[src/verilog/riscv_isa_pkg.sv]
/* RV32I encoding used by the core. Holds data and field types, opcode and funct
   constants and the instruction format enum, imported by the decoder and execute logic */
`default_nettype none

package riscv_isa_pkg;

    typedef logic [31:0] word_t;       // Register values, immediates, PCs
    typedef logic [4:0]  reg_idx_t;
    typedef logic [31:0] inst_word_t;  // Raw instruction
    typedef logic [6:0]  opcode_t;
    typedef logic [2:0]  funct3_t;
    typedef logic [6:0]  funct7_t;

    // Opcodes of the supported subset
    localparam opcode_t OPC_OP     = 7'b0110011;
    localparam opcode_t OPC_OP_IMM = 7'b0010011;
    localparam opcode_t OPC_LUI    = 7'b0110111;
    localparam opcode_t OPC_AUIPC  = 7'b0010111;
    localparam opcode_t OPC_JAL    = 7'b1101111;
    localparam opcode_t OPC_JALR   = 7'b1100111;
    localparam opcode_t OPC_BRANCH = 7'b1100011;

    // Arithmetic funct3, shared by OP and OP_IMM
    localparam funct3_t F3_ADD  = 3'b000;
    localparam funct3_t F3_SLL  = 3'b001;
    localparam funct3_t F3_SLT  = 3'b010;
    localparam funct3_t F3_SLTU = 3'b011;
    localparam funct3_t F3_XOR  = 3'b100;
    localparam funct3_t F3_SR   = 3'b101;  // SRL or SRA by funct7
    localparam funct3_t F3_OR   = 3'b110;
    localparam funct3_t F3_AND  = 3'b111;

    // Branch compares
    localparam funct3_t F3_BEQ  = 3'b000;
    localparam funct3_t F3_BNE  = 3'b001;
    localparam funct3_t F3_BLT  = 3'b100;
    localparam funct3_t F3_BGE  = 3'b101;
    localparam funct3_t F3_BLTU = 3'b110;
    localparam funct3_t F3_BGEU = 3'b111;

    localparam funct7_t F7_ALT = 7'b0100000;  // SUB, SRA, SRAI

    typedef enum logic [2:0] {
        TYPE_R,
        TYPE_I,
        TYPE_B,
        TYPE_U,
        TYPE_J,
        TYPE_N   // Not supported
    } inst_type_t;

endpackage

`default_nettype wire

[src/verilog/core_pkg.sv]
/* Core-internal types passed between decode, execute and commit, plus the reset PC
   and the sequential PC step */
`default_nettype none

package core_pkg;

    import riscv_isa_pkg::*;

    localparam word_t RESET_PC   = 32'h8000_0000;
    localparam word_t XLEN_BYTES = 32'd4;  // Sequential PC step

    typedef enum logic [3:0] {
        ALU_ADD,
        ALU_SUB,
        ALU_SLL,
        ALU_SLT,
        ALU_SLTU,
        ALU_XOR,
        ALU_SRL,
        ALU_SRA,
        ALU_OR,
        ALU_AND
    } alu_op_t;

    typedef struct packed {
        opcode_t    opcode;
        funct3_t    funct3;
        reg_idx_t   rd;
        reg_idx_t   rs1;
        reg_idx_t   rs2;
        word_t      imm;        // Sign extended where the format asks
        inst_type_t inst_type;
        alu_op_t    alu_op;
        logic       illegal;
    } decoded_t;

    typedef struct packed {
        word_t alu_result;
        word_t jump_target;
        logic  jump_en;
    } exec_result_t;

    typedef struct packed {
        word_t    pc;       // Address of the retired instruction
        reg_idx_t rd;
        word_t    data;
        logic     we;
        logic     illegal;
    } retire_t;

endpackage

`default_nettype wire

[src/verilog/inst_decoder.sv]
/* Combinational RV32I decoder. Splits the instruction word into fields, classifies
   the format, builds the immediate and picks the ALU operation */
`default_nettype none
`timescale 1ns/10ps

module inst_decoder import riscv_isa_pkg::*, core_pkg::*; (
    input  inst_word_t inst,
    output decoded_t   dec
);

    opcode_t    opcode;
    funct3_t    funct3;
    funct7_t    funct7;
    inst_type_t inst_type;
    word_t      imm;
    alu_op_t    alu_op;
    logic       illegal;

    assign opcode = inst[6:0];
    assign funct3 = inst[14:12];
    assign funct7 = inst[31:25];

    always_comb begin
        illegal = 1'b0;
        case (opcode)
            OPC_OP:               inst_type = TYPE_R;
            OPC_OP_IMM, OPC_JALR: inst_type = TYPE_I;
            OPC_BRANCH:           inst_type = TYPE_B;
            OPC_LUI, OPC_AUIPC:   inst_type = TYPE_U;
            OPC_JAL:              inst_type = TYPE_J;
            default: begin        // Loads, stores, SYSTEM and unknown
                inst_type = TYPE_N;
                illegal   = 1'b1;
            end
        endcase
    end

    always_comb begin
        case (inst_type)
            TYPE_I:  imm = {{20{inst[31]}}, inst[31:20]};
            TYPE_B:  imm = {{20{inst[31]}}, inst[7], inst[30:25], inst[11:8], 1'b0};
            TYPE_U:  imm = {inst[31:12], 12'b0};
            TYPE_J:  imm = {{12{inst[31]}}, inst[19:12], inst[20], inst[30:21], 1'b0};
            default: imm = '0;
        endcase
    end

    // Everything outside OP and OP_IMM adds
    always_comb begin
        alu_op = ALU_ADD;
        if (opcode == OPC_OP || opcode == OPC_OP_IMM) begin
            case (funct3)
                F3_ADD:  if (opcode == OPC_OP && funct7 == F7_ALT) alu_op = ALU_SUB;
                F3_SLL:  alu_op = ALU_SLL;
                F3_SLT:  alu_op = ALU_SLT;
                F3_SLTU: alu_op = ALU_SLTU;
                F3_XOR:  alu_op = ALU_XOR;
                F3_SR:   alu_op = (funct7 == F7_ALT) ? ALU_SRA : ALU_SRL;
                F3_OR:   alu_op = ALU_OR;
                F3_AND:  alu_op = ALU_AND;
            endcase
        end
    end

    always_comb begin
        dec.opcode    = opcode;
        dec.funct3    = funct3;
        dec.rd        = inst[11:7];
        dec.rs1       = inst[19:15];
        dec.rs2       = inst[24:20];
        dec.imm       = imm;
        dec.inst_type = inst_type;
        dec.alu_op    = alu_op;
        dec.illegal   = illegal;
    end

endmodule

`default_nettype wire

[src/verilog/reg_file.sv]
/* General register file with two combinational read ports and one clocked write
   port. x0 is never written, so it always reads zero */
`default_nettype none
`timescale 1ns/10ps

module reg_file import riscv_isa_pkg::*; (
    input  logic     clk,
    input  logic     reset,
    input  reg_idx_t rs1,
    input  reg_idx_t rs2,
    output word_t    rs1_data,
    output word_t    rs2_data,
    input  logic     we,
    input  reg_idx_t rd,
    input  word_t    wdata
);

    word_t regs [32];

    always_ff @(posedge clk or posedge reset) begin
        if (reset) begin
            for (int i = 0; i < 32; i++) begin
                regs[i] <= '0;
            end
        end else if (we && rd != '0) begin  // Writes to x0 dropped
            regs[rd] <= wdata;
        end
    end

    assign rs1_data = regs[rs1];
    assign rs2_data = regs[rs2];

endmodule

`default_nettype wire

[src/verilog/exec_unit.sv]
/* Combinational execute stage. Picks ALU operands by format, runs the ALU and
   resolves branches, JAL and JALR into a jump target and enable */
`default_nettype none
`timescale 1ns/10ps

module exec_unit import riscv_isa_pkg::*, core_pkg::*; (
    input  decoded_t     dec,
    input  word_t        pc,
    input  word_t        rs1_data,
    input  word_t        rs2_data,
    output exec_result_t ex
);

    word_t      alu_a;
    word_t      alu_b;
    word_t      alu_result;
    logic [4:0] shamt;
    logic       branch_taken;

    always_comb begin
        case (dec.inst_type)
            TYPE_U: begin
                alu_a = (dec.opcode == OPC_LUI) ? '0 : pc;  // LUI or AUIPC
                alu_b = dec.imm;
            end
            TYPE_J, TYPE_B: begin  // Target is pc relative
                alu_a = pc;
                alu_b = dec.imm;
            end
            TYPE_I: begin
                alu_a = rs1_data;
                alu_b = dec.imm;
            end
            default: begin
                alu_a = rs1_data;
                alu_b = rs2_data;
            end
        endcase
    end

    assign shamt = alu_b[4:0];

    always_comb begin
        case (dec.alu_op)
            ALU_ADD:  alu_result = alu_a + alu_b;
            ALU_SUB:  alu_result = alu_a - alu_b;
            ALU_SLL:  alu_result = alu_a << shamt;
            ALU_SLT:  alu_result = {31'b0, $signed(alu_a) < $signed(alu_b)};
            ALU_SLTU: alu_result = {31'b0, alu_a < alu_b};
            ALU_XOR:  alu_result = alu_a ^ alu_b;
            ALU_SRL:  alu_result = alu_a >> shamt;
            ALU_SRA:  alu_result = $signed(alu_a) >>> shamt;
            ALU_OR:   alu_result = alu_a | alu_b;
            ALU_AND:  alu_result = alu_a & alu_b;
            default:  alu_result = alu_a + alu_b;
        endcase
    end

    // Compare on register values, the ALU is busy with the target
    always_comb begin
        case (dec.funct3)
            F3_BEQ:  branch_taken = rs1_data == rs2_data;
            F3_BNE:  branch_taken = rs1_data != rs2_data;
            F3_BLT:  branch_taken = $signed(rs1_data) < $signed(rs2_data);
            F3_BGE:  branch_taken = $signed(rs1_data) >= $signed(rs2_data);
            F3_BLTU: branch_taken = rs1_data < rs2_data;
            F3_BGEU: branch_taken = rs1_data >= rs2_data;
            default: branch_taken = 1'b0;
        endcase
    end

    always_comb begin
        ex.alu_result  = alu_result;
        ex.jump_target = alu_result;
        ex.jump_en     = 1'b0;
        case (dec.inst_type)
            TYPE_J: ex.jump_en = 1'b1;
            TYPE_B: ex.jump_en = branch_taken;
            TYPE_I: begin
                if (dec.opcode == OPC_JALR) begin
                    ex.jump_en     = 1'b1;
                    ex.jump_target = {alu_result[31:1], 1'b0};
                end
            end
            default: ;
        endcase
    end

endmodule

`default_nettype wire

[src/verilog/commit_unit.sv]
/* Commit stage. Drives the register write-back, holds the PC register and captures
   the retire record on every accepted instruction */
`default_nettype none
`timescale 1ns/10ps

module commit_unit import riscv_isa_pkg::*, core_pkg::*; (
    input  logic         clk,
    input  logic         reset,
    input  logic         inst_valid,
    input  decoded_t     dec,
    input  exec_result_t ex,
    output word_t        pc,
    output logic         rf_we,
    output reg_idx_t     rf_rd,
    output word_t        rf_wdata,
    output logic         retire_valid,
    output retire_t      retire
);

    word_t seq_pc;
    word_t next_pc;
    logic  is_link;
    logic  rd_written;  // Architectural register actually changes

    assign seq_pc  = pc + XLEN_BYTES;
    assign is_link = dec.opcode == OPC_JAL || dec.opcode == OPC_JALR;
    assign next_pc = ex.jump_en ? ex.jump_target : seq_pc;

    // Branches and illegal opcodes write nothing
    assign rf_we      = inst_valid && !dec.illegal && dec.inst_type != TYPE_B;
    assign rf_rd      = dec.rd;
    assign rf_wdata   = is_link ? seq_pc : ex.alu_result;
    assign rd_written = rf_we && rf_rd != '0;

    always_ff @(posedge clk or posedge reset) begin
        if (reset) begin
            pc           <= RESET_PC;
            retire_valid <= 1'b0;
        end else begin
            retire_valid <= inst_valid;  // One cycle per accepted instruction
            if (inst_valid) begin
                pc <= next_pc;
            end
        end
    end

    always_ff @(posedge clk or posedge reset) begin
        if (reset) begin
            retire <= '0;
        end else if (inst_valid) begin
            retire.pc      <= pc;
            retire.rd      <= dec.rd;
            retire.data    <= rd_written ? rf_wdata : '0;
            retire.we      <= rd_written;
            retire.illegal <= dec.illegal;
        end
    end

endmodule

`default_nettype wire

[src/verilog/rv_core.sv]
/* Single-cycle RV32I integer core. Takes one instruction per inst_valid strobe and
   reports it on the retire port in the following cycle */
`default_nettype none
`timescale 1ns/10ps

module rv_core import riscv_isa_pkg::*, core_pkg::*; (
    input  logic       clk,
    input  logic       reset,
    input  logic       inst_valid,
    input  inst_word_t inst,
    output word_t      pc,
    output logic       retire_valid,
    output retire_t    retire
);

    decoded_t     dec;
    exec_result_t ex;
    word_t        rs1_data;
    word_t        rs2_data;
    logic         rf_we;
    reg_idx_t     rf_rd;
    word_t        rf_wdata;

    inst_decoder u_decoder (
        .inst (inst),
        .dec  (dec)
    );

    reg_file u_reg_file (
        .clk      (clk),
        .reset    (reset),
        .rs1      (dec.rs1),
        .rs2      (dec.rs2),
        .rs1_data (rs1_data),
        .rs2_data (rs2_data),
        .we       (rf_we),
        .rd       (rf_rd),
        .wdata    (rf_wdata)
    );

    exec_unit u_exec (
        .dec      (dec),
        .pc       (pc),
        .rs1_data (rs1_data),
        .rs2_data (rs2_data),
        .ex       (ex)
    );

    commit_unit u_commit (
        .clk          (clk),
        .reset        (reset),
        .inst_valid   (inst_valid),
        .dec          (dec),
        .ex           (ex),
        .pc           (pc),
        .rf_we        (rf_we),
        .rf_rd        (rf_rd),
        .rf_wdata     (rf_wdata),
        .retire_valid (retire_valid),
        .retire       (retire)
    );

endmodule

`default_nettype wire

[config.mk]
export PLATFORM = sky130hd
export DESIGN_NAME = rv_core
export DESIGN_NICKNAME = d
export VERILOG_FILES = /design/src/verilog/riscv_isa_pkg.sv /design/src/verilog/core_pkg.sv /design/src/verilog/inst_decoder.sv /design/src/verilog/reg_file.sv /design/src/verilog/exec_unit.sv /design/src/verilog/commit_unit.sv /design/src/verilog/rv_core.sv
export SDC_FILE = /design/constraint.sdc
export NUM_CORES = 2
export LEC_CHECK = 0
export BUFFER_PORTS_ARGS = -buffer_cell sky130_fd_sc_hd__buf_2
export CAP_MARGIN = 20
export CORE_ASPECT_RATIO = 0.8
export CORE_MARGIN = 2
export CORE_UTILIZATION = 61
export DETAILED_ROUTE_END_ITERATION = 8
export PLACE_DENSITY_LB_ADDON = 0.25
export SLEW_MARGIN = 25
export SYNTH_ARGS = -nofsm -noshare
export SYNTH_HDL_FRONTEND = slang
export SYNTH_SLANG_ARGS = --single-unit
[constraint.sdc]
create_clock -name clk -period 60.8 [get_ports clk]
set_clock_uncertainty 0.1 [all_clocks]
set_input_delay 3.04 -clock clk [delete_from_list [all_inputs] [get_ports clk]]
set_output_delay 3.04 -clock clk [all_outputs]
set_load 0.02 [all_outputs]
Word-level counts from Yosys, hierarchy flattened
Cells that the tools add are included.
{"block": "totals", "regBits": 1128, "in_bits": 35, "out_inout_bits": 104, "elab_cells": 133}
{"block": "classes", "addsub": 3, "magnitude_cmp": 10, "n_eq_ne": 31, "n_shift": 3, "n_mux": 27, "n_bitwise": 6, "n_reduce_logical": 14}
{"cell": "$bwmux W1024", "n": 1}
{"cell": "$bmux W32 S5", "n": 2}
{"cell": "$mux W32", "n": 10}
{"cell": "$pmux W32 S9", "n": 1}
{"cell": "$demux W32 S5", "n": 1}
{"cell": "$lt A32 B32 Y1", "n": 4}
{"cell": "$pmux W32 S4", "n": 1}
{"cell": "$ge A32 B32 Y1", "n": 2}
{"cell": "$pmux W32 S2", "n": 1}
{"cell": "$add A32 B3 Y32 const B", "n": 1}
{"cell": "$add A32 B32 Y32", "n": 1}
{"cell": "$and A32 B32 Y32", "n": 1}
{"cell": "$eq A32 B32 Y1", "n": 1}
{"cell": "$ne A32 B32 Y1", "n": 1}
{"cell": "$or A32 B32 Y32", "n": 1}
{"cell": "$pmux W4 S8", "n": 1}
{"cell": "$shl A32 B5 Y32", "n": 1}
{"cell": "$shr A32 B5 Y32", "n": 1}
{"cell": "$sshr A32 B5 Y32", "n": 1}
{"cell": "$sub A32 B32 Y32", "n": 1}
{"cell": "$xor A32 B32 Y32", "n": 1}
{"cell": "$eq A7 B6 Y1 const B", "n": 3}
{"cell": "$eq A7 B7 Y1 const B", "n": 3}
{"cell": "$ge A6 B6 Y1 const B", "n": 3}
{"cell": "other kinds (24)", "n": 50}

Depth between registers and ports, before layout
{"block": "logic_depth", "depth_word": 11, "mapped_depth": 29, "ltp_nobuf": 23}

Hierarchy
From an unflattened synthesis, not the netlist that was laid out.
{"block": "hier_totals", "hier_cells": 6928, "hier_area_um2": 73297.8}
{"module": "reg_file", "instances": 1, "cells_each": 4602, "area_per_inst_um2": 55939.9, "seq_area_each_um2": 25624.6}
{"module": "exec_unit", "instances": 1, "cells_each": 1636, "area_per_inst_um2": 10908.0, "seq_area_each_um2": 0.0}
{"module": "commit_unit", "instances": 1, "cells_each": 572, "area_per_inst_um2": 5584.1, "seq_area_each_um2": 2603.7}
{"module": "inst_decoder", "instances": 1, "cells_each": 118, "area_per_inst_um2": 865.8, "seq_area_each_um2": 0.0}

Worst setup path after synthesis
No wires, ideal clock.
{"block": "synth_path", "path_kind": "in2reg", "start": "input inst[20]", "end": "register u_reg_file.regs[470] (netlist bit)", "setup_ps": 134, "arrival_time_ps": 9752, "required_time_ps": 60566, "path_slack_ps": 50814, "stages": 26, "n_path_buf": 8, "path_cell_list": "buf_4 -> buf_6 -> buf_2 -> buf_2 -> clkbuf_1 -> buf_2 -> buf_1 -> mux4_2 -> mux4_2 -> mux2i_1 -> nor2_1 -> a21oi_1 -> ha_1 -> or3_1 -> or4_1 -> or4_1 -> a31oi_1 -> nor2_1 -> o41ai_1 -> a221oi_1 -> a221o_1 -> nand2_1 -> nand4_1 -> o21ai_1 -> clkbuf_1 -> o21ai_0"}
{"block": "synth_between", "elab_chain_cells": 9, "word_cells_on_any_way": 17, "classes_between": "add/sub (2); shift (3); mux (8); bitwise (4)"}
{"item": "start: declaration", "line_no": "rv_core.sv:10", "rtl": "input inst_word_t inst,"}
{"item": "$not A5 Y6 (implied by the code)", "line_no": "reg_file.sv:31", "rtl": "assign rs2_data = regs[rs2];"}
{"item": "$bmux W32 S5", "line_no": "reg_file.sv:31"}
{"item": "$mux W32 (implied by the code) (2 in a row)", "line_no": "reg_file.sv:31"}
{"item": "$mux W32 *", "line_no": "exec_unit.sv:21", "rtl": "case (dec.inst_type)"}
{"item": "$add A32 B32 Y32 (tied with other cells)", "line_no": "exec_unit.sv:45, exec_unit.sv:55"}
{"item": "$pmux W32 S9 *", "line_no": "exec_unit.sv:44", "rtl": "case (dec.alu_op)"}
{"item": "$mux W32 *", "line_no": "commit_unit.sv:32", "rtl": "assign rf_wdata = is_link ? seq_pc : ex.alu_result;"}
{"item": "$bwmux W1024 *", "line_no": "reg_file.sv:26", "rtl": "regs[rd] <= wdata;"}
{"item": "end signal: indexed assignment", "line_no": "reg_file.sv:26"}
{"item": "end: declaration", "line_no": "reg_file.sv:18", "rtl": "word_t regs [32];"}
Mark *: on every way between the ends. The rest lies on a longest branch, timed or not. The select of a mux whose other input is x is not followed.
A chain may end at the register's enable or synchronous reset.

Worst setup path after layout
{"block": "layout_path", "start": "input inst[15]", "end": "register u_reg_file.regs[30] (netlist bit)"}
{"block": "layout_between", "elab_chain_cells": 9, "word_cells_on_any_way": 18, "classes_between": "add/sub (2); shift (3); mux (9); bitwise (4)"}
{"item": "$not A5 Y6 (implied by the code)", "line_no": "reg_file.sv:30", "rtl": "assign rs1_data = regs[rs1];"}
{"item": "$bmux W32 S5", "line_no": "reg_file.sv:30"}
{"item": "$mux W32 (implied by the code) (2 in a row)", "line_no": "reg_file.sv:30"}
{"item": "$pmux W32 S2", "line_no": "exec_unit.sv:21"}
{"item": "$add A32 B32 Y32 (tied with other cells)", "line_no": "exec_unit.sv:45, exec_unit.sv:55"}
{"item": "$pmux W32 S9 *", "line_no": "exec_unit.sv:44"}
{"item": "$mux W32 *", "line_no": "commit_unit.sv:32"}
{"item": "$bwmux W1024 *", "line_no": "reg_file.sv:26"}
Marks and branches as above.

==> results.py <==
metrics = {
    "floorplanning": {
        "fp-row-count": 110,
        "die_area_mm2": 0.116,
        "core-area_mm2": 0.112,
        "initial_core_util": 0.614,
        "fp.dieH_um": 305,
        "die_x_um": 380,
        "ios": 139,
    },
    "sta": {
        "fmax_ghz": 0.0860,
        "rsz0062_at_grt": "no",
        "fin_ws_ps": 49170,
        "final-hold-violation-count": 0,
        "slew_headroom": 0.182,
        "worst_pin_slew_ps": 1210,
        "fin_crit_ps": 11630,
        "setup_tns_ps": 0,
        "finalSetupViolCount": 0,
        "min_period_over_period": 0.191,
        "maxSlewViolCount": 0,
    },
    "worst_setup_path": {
        "cp_max_fo": 85,
        "cp_data_arrival_time_ps": 12100,
        "start_kind": "primary input",
        "path_class": "primary input to flip-flop",
        "cp_data_required_time_ps": 61270,
        "cp-end-kind": "flip-flop",
    },
    "final_layout": {
        "final-seq-area_mm2": 0.0282,
        "drive_above_1_share": 0.155,
        "syn_to_final_growth_pct": 7.65,
        "nets": 6936,
        "fillers": 8907,
        "multiInputGateArea_mm2": 0.0376,
    },
    "synth": {
        "synth-seq-cells": 1128,
        "synth_top_area_cell": "dfrtp_1",
        "synth_top_family_by_area": "multiplexers",
        "synthCells": 7046,
        "synth_compound_area_frac": 0.190,
        "synth_xor_area_frac": 0.00648,
        "ys.flop_type": "dfrtp_1",
        "synthMuxAreaShare": 0.213,
        "synth-simple-area-share": 0.102,
        "async_flop_share": 1.00,
        "yosys.area.top_type_share": 0.409,
        "synth_edf_count": 0,
        "yosysWarnings": 0,
        "avgSynthCellArea_um2": 9.78,
        "yosysUniqueCellTypes": 108,
        "synth_fp_nets": 7213,
        "ys_seq_area_frac": 0.409,
        "syn-cell-area_mm2": 0.0689,
        "synthTopCellsByArea": "dfrtp_1 41%, mux2i_1 10%, mux4_2 9.2%",
        "synthAdderAreaFrac": 0.0242,
    },
    "pwr": {
        "max-vdd-ir-drop_mv": 0.0320,
        "power.density_mw_per_mm2": 27.6,
        "p_leak_nw": 33.4,
    },
    "clocking": {
        "cts_tree": "yes",
        "clock-sinks": 1128,
        "htree_levels": 3,
        "cts_root_buffer": "clkbuf_16",
        "path_clk_slew_ps": 70,
        "ctsHoldBuffers": 0,
        "insertion_delay_ps": 800,
        "clk_path_buf_depth": 3,
        "cts_buffers": 109,
        "postCtsResizedCells": 0,
        "post-cts-setup-buffers": 0,
    },
    "drt": {
        "dr.pass1.iters": 6,
        "route.detailed.drc": 0,
        "ant_nets": 0,
        "viasPerCell": 7.24,
        "wl_mm": 270,
        "post_drt_wl_per_cell_um": 32.3,
        "vias": 60677,
        "initialDrtViolationCount": 9395,
    },
    "flow_run": {
        "drv_cap": 0,
    },
    "placement": {
        "place.port_buffers": 138,
        "pre_cts_slack_ps": 48670,
        "dpl.hpwl_mm": 170,
        "place.gp.congestion": 1.08,
    },
    "outcome": {
        "status": "finished, final reports clean",
    },
    "global_route": {
        "grt_pass1_wl_mm": 393,
        "grt_overflow": 0,
        "grt_pass1_vias": 57107,
        "grt.total_usage": 0.458,
        "grt_start_max_net_pins": 179,
        "antenna_found_initial": 10,
    },
    "min_path": {
        "worstHoldPathType": "flip-flop to flip-flop",
    },
}
[through the flow]
stage | hold WS, ps | cells | instance area (um^2) | total power, mW | util
floorplan | 345 | 7046 | 68900 | 1.13 | -
global placement | 281 | 8164 | 70000 | 1.29 | 0.623
detailed placement | 286 | 8167 | 70100 | 1.29 | 0.625
CTS | 302 | 8370 | 74100 | 2.03 | 0.660
global route | 314 | 8373 | 74200 | 2.10 | 0.661
finish | 306 | 8376 | 74200 | 2.05 | 0.661
[registers in the layout, indices dropped and copies added, names as in the netlist]
| register | count |
|---|---|
| u_reg_file.regs | 1024 |
| u_commit.retire_valid | 1 |
| u_commit.retire | 71 |
| u_commit.pc | 32 |
[logic make-up after synthesis]
| family | Yosys count |
|---|---|
| adders and majority gates | 132 |
| DFF | 1128 |
| buffers and inverters | 808 |
| and+or+nand+nor | 1666 |
| muxes | 1103 |
| xor gates and xnor gates | 51 |
| AOI/OAI and AO/OA | 2158 |
[synth_stat cells, types with 26 or more instances]
master     count
a31oi_1       26
mux2_2       110
buf_6         46
o2bb2ai_1     32
nor3_1        55
o211ai_1      30
clkbuf_1     422
nor2_1       178
a22o_1        40
a21o_1        35
buf_1         44
buf_2        123
mux4_2       282
dfrtp_1     1127
mux2i_1      709
ha_1         130
xnor2_1       33
a22oi_1      304
nand3_1       49
o21ai_1      298
a21oi_1      320
inv_1        111
o21ai_0      778
o21ai_2       32
a211oi_1      30
nand2_1     1185
nor4_1        26
and3_1        29
buf_4         40
[area by class of cell]
type	instances	share of cell area
multi-input cells	5110	0.507
flip-flops and latches	1128	0.380
clock buffers	148	0.0418
repair buffers	302	0.0283
well taps	1512	0.0255
clock inverters	55	0.0111
inverters	118	0.00615
diodes	3	0.000101
[worst max-delay path, cell delays in order]
cell	delay (ps)
buf_8	570
buf_4	900
buf_4	700
mux2i_1	180
a22oi_1	340
a21oi_1	130
nor4_2	860
a22o_1	560
ha_1	450
or3_1	430
or4_1	440
or4_1	450
a31oi_1	620
a21boi_0	330
a311o_1	430
nand2_1	110
a221oi_1	90
xnor2_1	160
a221oi_1	320
a22o_1	190
buf_4	340
o21ai_0	180
[report_power, final]
group	total (mW)	internal, mW	switching (mW)
logic	0.480	0.147	0.333
registers	0.821	0.783	0.0388
clock network	0.748	0.421	0.327
[per-layer routing]
layer,global-route usage,share of wire,vias to the layer above
li1,-,-,25101
met1,0.655,0.39,30084
met2,0.636,0.41,4599
met3,0.146,0.14,881
met4,0.214,0.053,12
met5,0,0.00027,-
[path summary, 6_finish.rpt]
check	from	to	slack (ps)	cells past startpoint
max	inst[15]	u_reg_file.regs[30]	49170	22
min	u_reg_file.regs[996]	u_reg_file.regs[996]	310	0
max reg2reg	u_reg_file.regs[32]	u_reg_file.regs[960]	52870	25
min reg2reg	u_reg_file.regs[996]	u_reg_file.regs[996]	310	0
max in group asynchronous	reset	u_commit.pc[13]	54700	6
min in group asynchronous	reset	u_reg_file.regs[840]	2300	2
[cells in the final DEF (no fill, tap or decap), types with 130 or more instances in the layout]
master	instances
buf_4	147
mux4_2	282
nand2_1	1153
buf_2	135
dfrtp_1	1127
a22oi_1	303
nor2_1	176
o21ai_1	285
o21ai_0	778
a21oi_1	318
ha_1	130
mux2i_1	708
Power figures use the tool's default switching activity.
